===== src/hdl/soc_ctrl_pkg.sv =====
`default_nettype none

package soc_ctrl_pkg;

	typedef logic [31:0] word_t;
	typedef logic [3:0]  sel_t;
	typedef logic [15:0] word_addr_t;
	typedef logic [5:0]  offset_t;
	typedef logic [1:0]  slave_idx_t;

	// bus operation codes as the master drives them
	typedef enum logic [1:0] {
		OP_NOOP  = 2'd0,
		OP_WRITE = 2'd1,
		OP_READ  = 2'd2
	} pi_op_t;

	typedef struct packed {
		pi_op_t     op;
		word_addr_t addr;
		word_t      data;
		sel_t       sel;
	} bus_req_t;

	typedef struct packed {
		pi_op_t  op;
		offset_t offset;
		word_t   data;
		sel_t    sel;
	} slave_req_t;

	typedef struct packed {
		logic       hit;
		slave_idx_t slave;
	} rd_tag_t;

	typedef struct packed {
		logic cold;
		logic warm;
		logic poweroff;
	} rst_cmd_t;

	localparam word_t S_RAM       = 32'd0;
	localparam word_t S_DEVTBL    = 32'd1;
	localparam word_t S_INTCTRL   = 32'd2;
	localparam word_t S_INVALID   = 32'd3;
	localparam word_t SLAVE_COUNT = 32'd4;

	// address map in words
	localparam word_t RAM_BASE     = 32'd0;
	localparam word_t RAM_SIZE     = 32'd64;
	localparam word_t DEVTBL_BASE  = 32'd64;
	localparam word_t DEVTBL_SIZE  = 32'd16;
	localparam word_t INTCTRL_BASE = 32'd80;
	localparam word_t INTCTRL_SIZE = 32'd16;
	localparam word_t INVALID_SIZE = 32'd16;

	localparam word_t ID_RAM     = 32'd1;
	localparam word_t ID_DEVTBL  = 32'd7;
	localparam word_t ID_INTCTRL = 32'd3;
	localparam word_t ID_INVALID = 32'd0;

	localparam word_t DEVTBL_RST_WORD = 32'd8;
	// sources are sd card, dma and uart in that order
	localparam word_t IRQ_SRC_COUNT   = 32'd3;
	localparam word_t RST_CNTR_W      = 32'd4;

	// interrupt controller register words
	localparam offset_t INT_PEND_WORD = 6'd0;
	localparam offset_t INT_MASK_WORD = 6'd1;
	localparam offset_t INT_LOW_WORD  = 6'd2;

endpackage

`default_nettype wire

===== src/hdl/soc_ctrl_top.sv =====
`default_nettype none
`timescale 1ns/1ps

module soc_ctrl_top (
	input  wire                                   clk120mhz,
	input  wire                                   rst_p,
	input  soc_ctrl_pkg::bus_req_t                 bus_req_i,
	output logic                                   rdy_o,
	output soc_ctrl_pkg::word_t                    rd_data_o,
	input  wire [soc_ctrl_pkg::IRQ_SRC_COUNT-1:0] irq_src_i,
	output logic                                   irq_o
);
	import soc_ctrl_pkg::*;

	logic       sys_rst;
	slave_req_t ram_req;
	slave_req_t devtbl_req;
	slave_req_t intctrl_req;
	rd_tag_t    rd_tag;
	rst_cmd_t   rst_cmd;
	word_t      ram_data;
	word_t      devtbl_data;
	word_t      intctrl_data;

	bus_decode u_bus_decode (
		.sys_rst_i     (sys_rst),
		.bus_req_i     (bus_req_i),
		.ram_req_o     (ram_req),
		.devtbl_req_o  (devtbl_req),
		.intctrl_req_o (intctrl_req),
		.rd_tag_o      (rd_tag),
		.rdy_o         (rdy_o)
	);

	word_ram u_word_ram (
		.clk120mhz (clk120mhz),
		.req_i     (ram_req),
		.rd_data_o (ram_data)
	);

	dev_table u_dev_table (
		.clk120mhz (clk120mhz),
		.rst_p     (rst_p),
		.sys_rst_i (sys_rst),
		.req_i     (devtbl_req),
		.rd_data_o (devtbl_data),
		.rst_cmd_o (rst_cmd)
	);

	int_ctrl u_int_ctrl (
		.clk120mhz (clk120mhz),
		.rst_p     (rst_p),
		.sys_rst_i (sys_rst),
		.req_i     (intctrl_req),
		.irq_src_i (irq_src_i),
		.rd_data_o (intctrl_data),
		.irq_o     (irq_o)
	);

	rst_seq u_rst_seq (
		.clk120mhz (clk120mhz),
		.rst_p     (rst_p),
		.rst_cmd_i (rst_cmd),
		.sys_rst_o (sys_rst)
	);

	read_return u_read_return (
		.clk120mhz      (clk120mhz),
		.rst_p          (rst_p),
		.rd_tag_i       (rd_tag),
		.ram_data_i     (ram_data),
		.devtbl_data_i  (devtbl_data),
		.intctrl_data_i (intctrl_data),
		.rd_data_o      (rd_data_o)
	);

endmodule

`default_nettype wire


===== src/hdl/read_return.sv =====
`default_nettype none
`timescale 1ns/1ps

module read_return (
	input  wire                  clk120mhz,
	input  wire                  rst_p,
	input  soc_ctrl_pkg::rd_tag_t rd_tag_i,
	input  soc_ctrl_pkg::word_t   ram_data_i,
	input  soc_ctrl_pkg::word_t   devtbl_data_i,
	input  soc_ctrl_pkg::word_t   intctrl_data_i,
	output soc_ctrl_pkg::word_t   rd_data_o
);
	import soc_ctrl_pkg::*;

	rd_tag_t tag_q;

	// tag only moves on an accepted read so the output holds in between
	always_ff @(posedge clk120mhz) begin
		if (rst_p)
			tag_q <= '0;
		else if (rd_tag_i.hit)
			tag_q <= rd_tag_i;
	end

	always_comb begin
		rd_data_o = '0;
		if (tag_q.hit) begin
			case (tag_q.slave)
				slave_idx_t'(S_RAM):     rd_data_o = ram_data_i;
				slave_idx_t'(S_DEVTBL):  rd_data_o = devtbl_data_i;
				slave_idx_t'(S_INTCTRL): rd_data_o = intctrl_data_i;
				default:                 rd_data_o = '0;
			endcase
		end
	end

endmodule

`default_nettype wire


===== src/hdl/rst_seq.sv =====
`default_nettype none
`timescale 1ns/1ps

module rst_seq (
	input  wire                   clk120mhz,
	input  wire                   rst_p,
	input  soc_ctrl_pkg::rst_cmd_t rst_cmd_i,
	output logic                  sys_rst_o
);
	import soc_ctrl_pkg::*;

	logic [RST_CNTR_W-1:0] rst_cntr;
	logic                  pwr_off;

	// reload on any reset reason, then count down to release
	always_ff @(posedge clk120mhz) begin
		if (rst_p || rst_cmd_i.cold || rst_cmd_i.warm)
			rst_cntr <= '1;
		else if (rst_cntr != '0)
			rst_cntr <= rst_cntr - 1'b1;
	end

	// power-off is only left through a hard or cold reset
	always_ff @(posedge clk120mhz) begin
		if (rst_p || rst_cmd_i.cold)
			pwr_off <= 1'b0;
		else if (rst_cmd_i.poweroff)
			pwr_off <= 1'b1;
	end

	assign sys_rst_o = (rst_cntr != '0) || pwr_off;

endmodule

`default_nettype wire


===== src/hdl/word_ram.sv =====
`default_nettype none
`timescale 1ns/1ps

module word_ram (
	input  wire                     clk120mhz,
	input  soc_ctrl_pkg::slave_req_t req_i,
	output soc_ctrl_pkg::word_t      rd_data_o
);
	import soc_ctrl_pkg::*;

	word_t mem [RAM_SIZE];

	// byte lanes written one by one
	always_ff @(posedge clk120mhz) begin
		if (req_i.op == OP_WRITE) begin
			for (int b = 0; b < 4; b++) begin
				if (req_i.sel[b])
					mem[req_i.offset][8*b +: 8] <= req_i.data[8*b +: 8];
			end
		end
	end

	always_ff @(posedge clk120mhz) begin
		if (req_i.op == OP_READ)
			rd_data_o <= mem[req_i.offset];
	end

endmodule

`default_nettype wire


===== src/hdl/int_ctrl.sv =====
`default_nettype none
`timescale 1ns/1ps

module int_ctrl (
	input  wire                                   clk120mhz,
	input  wire                                   rst_p,
	input  wire                                   sys_rst_i,
	input  soc_ctrl_pkg::slave_req_t               req_i,
	input  wire [soc_ctrl_pkg::IRQ_SRC_COUNT-1:0] irq_src_i,
	output soc_ctrl_pkg::word_t                    rd_data_o,
	output logic                                   irq_o
);
	import soc_ctrl_pkg::*;

	logic [IRQ_SRC_COUNT-1:0] pending;
	logic [IRQ_SRC_COUNT-1:0] mask;
	logic [IRQ_SRC_COUNT-1:0] active;
	logic [IRQ_SRC_COUNT-1:0] clr;
	logic                     wr_low;

	// lowest active index, all ones when nothing is active
	function automatic word_t lowest(input logic [IRQ_SRC_COUNT-1:0] act);
		word_t idx;
		idx = '1;
		for (int i = int'(IRQ_SRC_COUNT) - 1; i >= 0; i--) begin
			if (act[i])
				idx = word_t'(i);
		end
		return idx;
	endfunction

	assign wr_low = (req_i.op == OP_WRITE) && req_i.sel[0];
	assign clr    = (wr_low && req_i.offset == INT_PEND_WORD) ?
		req_i.data[IRQ_SRC_COUNT-1:0] : '0;
	assign active = pending & mask;
	assign irq_o  = |active;

	// a source still high wins over the clear
	always_ff @(posedge clk120mhz) begin
		if (rst_p || sys_rst_i) begin
			pending <= '0;
			mask    <= '0;
		end else begin
			pending <= (pending & ~clr) | irq_src_i;
			if (wr_low && req_i.offset == INT_MASK_WORD)
				mask <= req_i.data[IRQ_SRC_COUNT-1:0];
		end
	end

	always_ff @(posedge clk120mhz) begin
		if (req_i.op == OP_READ) begin
			case (req_i.offset)
				INT_PEND_WORD: rd_data_o <= word_t'(pending);
				INT_MASK_WORD: rd_data_o <= word_t'(mask);
				INT_LOW_WORD:  rd_data_o <= lowest(active);
				default:       rd_data_o <= '0;
			endcase
		end
	end

endmodule

`default_nettype wire


===== src/hdl/dev_table.sv =====
`default_nettype none
`timescale 1ns/1ps

module dev_table (
	input  wire                     clk120mhz,
	input  wire                     rst_p,
	input  wire                     sys_rst_i,
	input  soc_ctrl_pkg::slave_req_t req_i,
	output soc_ctrl_pkg::word_t      rd_data_o,
	output soc_ctrl_pkg::rst_cmd_t   rst_cmd_o
);
	import soc_ctrl_pkg::*;

	logic rst_wr;

	// two words per slave: identifier then map size
	function automatic word_t table_word(input offset_t off);
		word_t id;
		word_t sz;
		case (off[2:1])
			slave_idx_t'(S_RAM): begin
				id = ID_RAM;
				sz = RAM_SIZE;
			end
			slave_idx_t'(S_DEVTBL): begin
				id = ID_DEVTBL;
				sz = DEVTBL_SIZE;
			end
			slave_idx_t'(S_INTCTRL): begin
				id = ID_INTCTRL;
				sz = INTCTRL_SIZE;
			end
			default: begin
				id = ID_INVALID;
				sz = INVALID_SIZE;
			end
		endcase
		if (word_t'(off) >= 2 * SLAVE_COUNT)
			return '0;
		return off[0] ? sz : id;
	endfunction

	assign rst_wr = (req_i.op == OP_WRITE) && req_i.sel[0] &&
		(req_i.offset == offset_t'(DEVTBL_RST_WORD));

	always_ff @(posedge clk120mhz) begin
		if (req_i.op == OP_READ)
			rd_data_o <= table_word(req_i.offset);
	end

	// command pulses last a single cycle
	always_ff @(posedge clk120mhz) begin
		if (rst_p || sys_rst_i) begin
			rst_cmd_o <= '0;
		end else begin
			rst_cmd_o.cold     <= rst_wr && (req_i.data[1:0] == 2'd3);
			rst_cmd_o.warm     <= rst_wr && (req_i.data[1:0] == 2'd2);
			rst_cmd_o.poweroff <= rst_wr && (req_i.data[1:0] == 2'd1);
		end
	end

endmodule

`default_nettype wire


===== src/hdl/bus_decode.sv =====
`default_nettype none
`timescale 1ns/1ps

module bus_decode (
	input  wire                     sys_rst_i,
	input  soc_ctrl_pkg::bus_req_t   bus_req_i,
	output soc_ctrl_pkg::slave_req_t ram_req_o,
	output soc_ctrl_pkg::slave_req_t devtbl_req_o,
	output soc_ctrl_pkg::slave_req_t intctrl_req_o,
	output soc_ctrl_pkg::rd_tag_t    rd_tag_o,
	output logic                     rdy_o
);
	import soc_ctrl_pkg::*;

	slave_idx_t dec_slave;
	word_t      dec_base;
	logic       accept;

	function automatic logic in_map(input word_addr_t a, input word_t base, input word_t size);
		return (word_t'(a) >= base) && (word_t'(a) < base + size);
	endfunction

	// request as seen by one slave, op cleared unless it is the target
	function automatic slave_req_t route(input logic hit, input bus_req_t req,
		input word_t base);
		slave_req_t r;
		r.op     = hit ? req.op : OP_NOOP;
		r.offset = offset_t'(word_t'(req.addr) - base);
		r.data   = req.data;
		r.sel    = req.sel;
		return r;
	endfunction

	// anything past the mapped slaves falls to the invalid device
	always_comb begin
		dec_slave = slave_idx_t'(S_INVALID);
		dec_base  = INTCTRL_BASE + INTCTRL_SIZE;
		if (in_map(bus_req_i.addr, RAM_BASE, RAM_SIZE)) begin
			dec_slave = slave_idx_t'(S_RAM);
			dec_base  = RAM_BASE;
		end else if (in_map(bus_req_i.addr, DEVTBL_BASE, DEVTBL_SIZE)) begin
			dec_slave = slave_idx_t'(S_DEVTBL);
			dec_base  = DEVTBL_BASE;
		end else if (in_map(bus_req_i.addr, INTCTRL_BASE, INTCTRL_SIZE)) begin
			dec_slave = slave_idx_t'(S_INTCTRL);
			dec_base  = INTCTRL_BASE;
		end
	end

	assign rdy_o  = !sys_rst_i;
	assign accept = (bus_req_i.op != OP_NOOP) && rdy_o;

	assign ram_req_o     = route(accept && dec_slave == slave_idx_t'(S_RAM),
		bus_req_i, dec_base);
	assign devtbl_req_o  = route(accept && dec_slave == slave_idx_t'(S_DEVTBL),
		bus_req_i, dec_base);
	assign intctrl_req_o = route(accept && dec_slave == slave_idx_t'(S_INTCTRL),
		bus_req_i, dec_base);

	assign rd_tag_o.hit   = accept && (bus_req_i.op == OP_READ);
	assign rd_tag_o.slave = dec_slave;

endmodule

`default_nettype wire


===== config.mk =====
export PLATFORM = sky130hd
export DESIGN_NAME = soc_ctrl_top
export DESIGN_NICKNAME = d
export VERILOG_FILES = /design/src/hdl/soc_ctrl_pkg.sv /design/src/hdl/soc_ctrl_top.sv /design/src/hdl/read_return.sv /design/src/hdl/rst_seq.sv /design/src/hdl/word_ram.sv /design/src/hdl/int_ctrl.sv /design/src/hdl/dev_table.sv /design/src/hdl/bus_decode.sv
export SDC_FILE = /design/constraint.sdc
export NUM_CORES = 2
export LEC_CHECK = 0
export BUFFER_PORTS_ARGS = -buffer_cell sky130_fd_sc_hd__buf_2
export CORE_MARGIN = 2
export CORE_UTILIZATION = 55
export DETAILED_ROUTE_END_ITERATION = 10
export HOLD_SLACK_MARGIN = 0.08
export PLACE_DENSITY = 0.71
export SYNTH_ARGS = -nofsm -noshare
export SYNTH_HDL_FRONTEND = slang
export SYNTH_SLANG_ARGS = --single-unit
export TNS_END_PERCENT = 5

===== constraint.sdc =====
create_clock -name clk120mhz -period 5.1 [get_ports clk120mhz]
set_input_delay 1.02 -clock clk120mhz [delete_from_list [all_inputs] [get_ports clk120mhz]]
set_output_delay 1.02 -clock clk120mhz [all_outputs]
set_load 0.005 [all_outputs]

---- Word-level counts from Yosys, hierarchy flattened ----
Memories as Yosys holds them, arrays and structs flattened. A register that Yosys moved wholly into a read port is not among the register bits.
Index checks and enable logic that the tools add are counted.
storage, ports and cells
  flip-flop bits (word level) ............. 81
  latch bits .............................. 0
  bits in writable memories ............... 2,048
  bits in read-only memories .............. 0
  output and inout port bits .............. 34
  word-level logic and storage cells ...... 105
  memories kept ........................... 1
operators by class
  $add $sub $neg .......................... 2
  multipliers ............................. 0
  div/mod/pow operators ................... 0
  magnitude comparators ................... 6
  equality and inequality tests ........... 19
  shift operators ......................... 0
  multiplexer cells ....................... 35
  bitwise gates (word level) .............. 4
  reductions and logical operators ........ 27
memories
  memory          words  width  rd ports  clocked after memory_dff  wr ports  RTL line        RTL
  u_word_ram.mem  64     32     1         1                         1         word_ram.sv:11  word_t mem [RAM_SIZE];
operators with widths
  cell                 number
  $mux 32              6
  $pmux 32 s3          2
  $lt 16x7->1 const B  3
  $ge 16x7->1 const B  2
  $eq 2x2->1 const B   9
  $mux 6               3
  $logic_and 1x1->1    15
  $mux 1               15
  $eq 2x1->1 const B   7
  $mux 7               2
  $mux 2               5
  $pmux 3 s3           1
  $and 3x3->3          2
  $eq 6x1->1 const B   1
  $eq 6x2->1 const B   1
  $eq 6x4->1 const B   1
  $ge 6x4->1 const B   1
  $logic_not 2->1      3
  $logic_not 6->1      1
  $sub 6x6->6          1
  $logic_or 1x1->1     4
  $reduce_bool 4->1    1
  $sub 4x1->4 const B  1
  $mux 3               1
  5 further kinds      5

---- Longest topological paths before layout ----
  depth after elaboration ................. 15
  depth in mapped cells ................... 12

---- Modules after synthesis ----
Synthesis repeated with hierarchy kept, for this count alone.
unflattened totals
  cell total of the unflattened synthesis .. 5,118
  area, all modules ....................... 83,649.0 um2
modules (own cells, without submodules)
  module       times used  cells an instance  area an instance (um2)  seq. area each (um2)
  word_ram     1           4,634              79,756.5                62,459.9
  bus_decode   1           161                1,169.9                 0.0
  read_return  1           154                1,148.6                 60.1
  int_ctrl     1           85                 723.2                   240.2
  dev_table    1           57                 591.8                   210.2
  rst_seq      1           27                 259.0                   100.1

---- Least setup slack after synthesis ----
OpenSTA, ideal clock, no wires.
  path type ............................... input to register
  start ................................... input port bus_req_i[47] in the netlist's numbering
  end ..................................... memory u_word_ram.mem[47][0] in the netlist's numbering, enable pin
  library setup time ...................... 383 ps
  arrival time ............................ 3,860 ps
  data required time ...................... 4,717 ps
  path slack .............................. 856 ps
  cell stages on the path ................. 9
  path through ............................ nor4_2 -> nand3_1 -> nor2_1 -> ha_1 -> clkbuf_1 -> buf_1 -> nand2_1 -> clkbuf_1 -> nor3_1
between the ends
  cells in the longest elaborated chain, start to end .. 11
RTL lines
  element                                            RTL line           RTL
  from (decl)                                        soc_ctrl_top.sv:7  input soc_ctrl_pkg::bus_req_t bus_req_i,
  $ge 16x7->1 / $lt 16x7->1 (equally long branches)  bus_decode.sv:20   return (word_t'(a) >= base) && (word_t'(a) < base + size);
  $logic_and 1x1->1                                  bus_decode.sv:20
  $mux 1                                             bus_decode.sv:44   end else if (in_map(bus_req_i.addr, INTCTRL_BASE, INTCTRL_SIZE)) begin
  $mux 2                                             bus_decode.sv:41   end else if (in_map(bus_req_i.addr, DEVTBL_BASE, DEVTBL_SIZE)) begin
  $mux 2                                             bus_decode.sv:38   if (in_map(bus_req_i.addr, RAM_BASE, RAM_SIZE)) begin
  $logic_not 2->1                                    bus_decode.sv:53   assign ram_req_o = route(accept && dec_slave == slave_idx_t'(S_RAM),
  $logic_and 1x1->1                                  bus_decode.sv:53
  $mux 2                                             bus_decode.sv:27   r.op = hit ? req.op : OP_NOOP;
  $eq 2x1->1                                         word_ram.sv:15     if (req_i.op == OP_WRITE) begin
  $mux 1                                             word_ram.sv:15
  $mux 1 (implied by the code)                       word_ram.sv:18     mem[req_i.offset][8*b +: 8] <= req_i.data[8*b +: 8];
  to (decl)                                          word_ram.sv:11
Several ways; a longest one is shown, not always the timed one.

---- Final worst setup path ----
  start ................................... register u_read_return.tag_q[1] in the netlist's numbering
  end ..................................... output port rd_data_o[23]
between the ends
  cells in the longest elaborated chain, start to end .. 3
RTL lines
  element                                   RTL line           RTL
  from (decl)                               read_return.sv:15  rd_tag_t tag_q;
  from (signal assigned)                    read_return.sv:22  tag_q <= rd_tag_i;
  $eq 2x2->1, or another cell as far along  read_return.sv:28  case (tag_q.slave)
  $pmux 32 s3 (*)                           read_return.sv:28
  $mux 32 (*)                               read_return.sv:27  if (tag_q.hit) begin
  to (decl)                                 soc_ctrl_top.sv:9  output soc_ctrl_pkg::word_t rd_data_o,
Every way passes the cells marked *; elsewhere a longest branch is shown, timed or not.

==> reports/results.ini <==
[power_and_ir_drop]
total_power_mw=35.2
powerDensity_nw_per_um2=381
ir_drop_mv=0.368
leakage_nw=29.2

[sta]
worst_slack_ps=916
finalSetupTns_ps=0
fin_crit_ps=4180
clock_skew_ps=31.4
hold_violations=0
rsz0062_at_grt=no
maxSlewViolCount=0
fin_crit_sh=0.820
setup_violations=0
slew_headroom=0.115
hold-worst-slack_ps=398
tightest_slew_ps=1320
clock.fmax_ghz=0.239

[finish]
utilization=0.627
final_area_um2=92400
drive_gt1_frac=0.301
syn2layout_area_growth_pct=13.6
finalNonFillerCells=6241
nets=4208

[global_route]
grt.overflow.total=0
grt_use_total=0.264
antenna_found_initial=10
grt_max_degree=118
grt_pass1_vias=40500
grt_pass1_wl_mm=285

[hold_path]
hold_path.class=input pin to flop
hp-start=bus_req_i[19]

[detailed_routing]
wl_per_cell_um=31.6
drt.antenna.violating_nets=0
drc=0
vias_per_cell=6.52
drt_iter0_drc=5244
first_pass_iters=5
routed_wl_mm=197
via_count=40700

[floorplan]
io_pins=93
dieArea_um2=151000
die_height_um=388
dieWidth_um=388
initial_core_util=0.552
core_area_um2=147000
rows=141

[clock_network]
cts_tree=built
clockRootBuffer=clkbuf_16
clk_pin_slew_ps=70
ctsResizeCount=0
clock_latency_ps=840
cts_buffers=199
cts.sinks=2106
cts_setup_buffers=0
clock_path_buffers=3
h-tree-depth=4
cts_hold_repair.buffers=0

[critical_path]
path_cells=nand2_1 -> nor2_4 -> buf_4 -> a21oi_1 -> nor2_1 -> buf_2
regToRegSetupSlack_ps=1050
r2r-start=u_rst_seq.rst_cntr[0]
cp.arrival_ps=3160
worstPathRequired_ps=4080
critPathLaunch=u_read_return.tag_q[1]
critical_path.slowest_cell=dfxtp_1
path_delay_family=simple AND/OR/NAND/NOR gates
crit_type=flop to primary output
max_stage_delay_ps=540
endpoint=rd_data_o[23]
cp.depth=6
cp-start-kind=flop
critPathMaxFanout=15
crit_path_end_kind=primary output
cp_num_buf_inv=2
r2r_cells=10
reg2reg_to=u_word_ram.mem[50][9]

[logic_synthesis]
synth_most_common_cell=edfxtp_1
yosysSeqAreaShare=0.776
synth_top_area_frac=0.772
synth_nets=3849
synth_top_flop_cell=edfxtp_1
synth.area.top_cells=edfxtp_1 (77%), mux4_2 (15%), a22oi_1 (2.4%)
ys_ff_latch=2106
yosysUniqueCellTypes=45
synthTopCellsByCount=edfxtp_1 (2089), mux4_2 (544), nor3_1 (266), a22oi_1 (257), clkbuf_1 (189)
yosysWarnings=0
synth.avg_cell_area_um2=21.5
yosys.area.top_type=edfxtp_1
postSynthCellCount=3782
synth_edf_count=2089
post_synth_instance_area_um2=81300
async_flop_share=0

[placed_design]
numPortBuffers=92
placed_cell_area_um2=85900
dp.final_hpwl_mm=115
gp_congestion=0.843
pre_cts_slack_ps=269
placedCellCount=5870

[status]
status=completed

[job]
cap_violations=0

-- area by class of cell --
cell class,count,area (um2)
Antenna cell,1,2.50
Clock buffer,251,5320
Clock inverter,119,1110
Fill cell,9757,54900
Inverter,18,68.8
Multi-Input combinational cell,1397,17300
Sequential cell,2106,63100
Tap cell,1930,2410
Timing Repair Buffer,419,3120
-- how the worst min path moves through the flow --
stage                     cells after the start                      to
after floorplan                               1       u_rst_seq.pwr_off
after global placement                        1       u_rst_seq.pwr_off
after detailed placement                      1       u_rst_seq.pwr_off
after CTS                                     1  u_word_ram.mem[16][15]
after global routing                          1  u_word_ram.mem[16][15]
final                                         1  u_word_ram.mem[16][15]
-- power breakdown --
part | internal (mW) | total (mW) | switching [mW]
Sequential | 19.0 | 19.0 | 0.00156
Combinational | 0.572 | 1.62 | 1.05
Clock | 8.31 | 14.6 | 6.30
-- state kept, by name, indices dropped and copies added (netlist names) --
name	count
u_read_return.tag_q	3
u_int_ctrl.pending	3
u_rst_seq.rst_cntr	4
u_word_ram.mem	2048
u_dev_table.rst_cmd_o	3
u_int_ctrl.mask	3
u_word_ram.rd_data_o	32
u_dev_table.rd_data_o	5
u_int_ctrl.rd_data_o	4
u_rst_seq.pwr_off	1
-- worst register-to-register path, cell delays in order (launching register included) --
cell      delay (ps)
dfxtp_1          330
inv_1             80
ha_1             190
or3b_4           420
or2_4            250
clkinv_2          70
nand3b_1         110
nor3_2           140
buf_4            270
nand2_2          570
nor3_1          1210
-- cell usage in the layout, fill, tap and decap left out, types with 15 or more instances in the layout --
cell / instances
a21oi_1: 38
a22oi_1: 257
buf_12: 15
buf_2: 90
buf_4: 312
bufinv_16: 18
clkbuf_1: 45
clkbuf_16: 206
clkinv_1: 32
clkinv_2: 41
clkinvlp_4: 18
dfxtp_1: 17
edfxtp_1: 2089
inv_1: 16
mux4_2: 544
nand2_1: 140
nand2_2: 18
nor2_1: 48
nor3_1: 265
-- layer usage --
metal  up-vias  routed length, um  GRT usage
met2      2262              97400      0.419
met1     21400              75600      0.376
li1      16700                  -          -
met3       324              18000     0.0477
met5         -                 63          0
met4        12               6290     0.0888
-- cell families (layout without fill, tap and decap cells) --
family / after synthesis / after routing / share of synthesized area
AO/OA/AOI/OAI: 318 / 318 / 0.0281
adder cells (fa/ha/maj): 8 / 8 / 0.00123
buffers and inverters: 279 / 807 / 0.0137
other: 0 / 1 / 0
flip-flops: 2106 / 2106 / 0.776
XOR/XNOR: 1 / 1 / 0.000108
AND/OR/NAND/NOR: 520 / 520 / 0.0298
multiplexers: 550 / 550 / 0.151
Note: power is estimated with default switching activity, not from simulation.
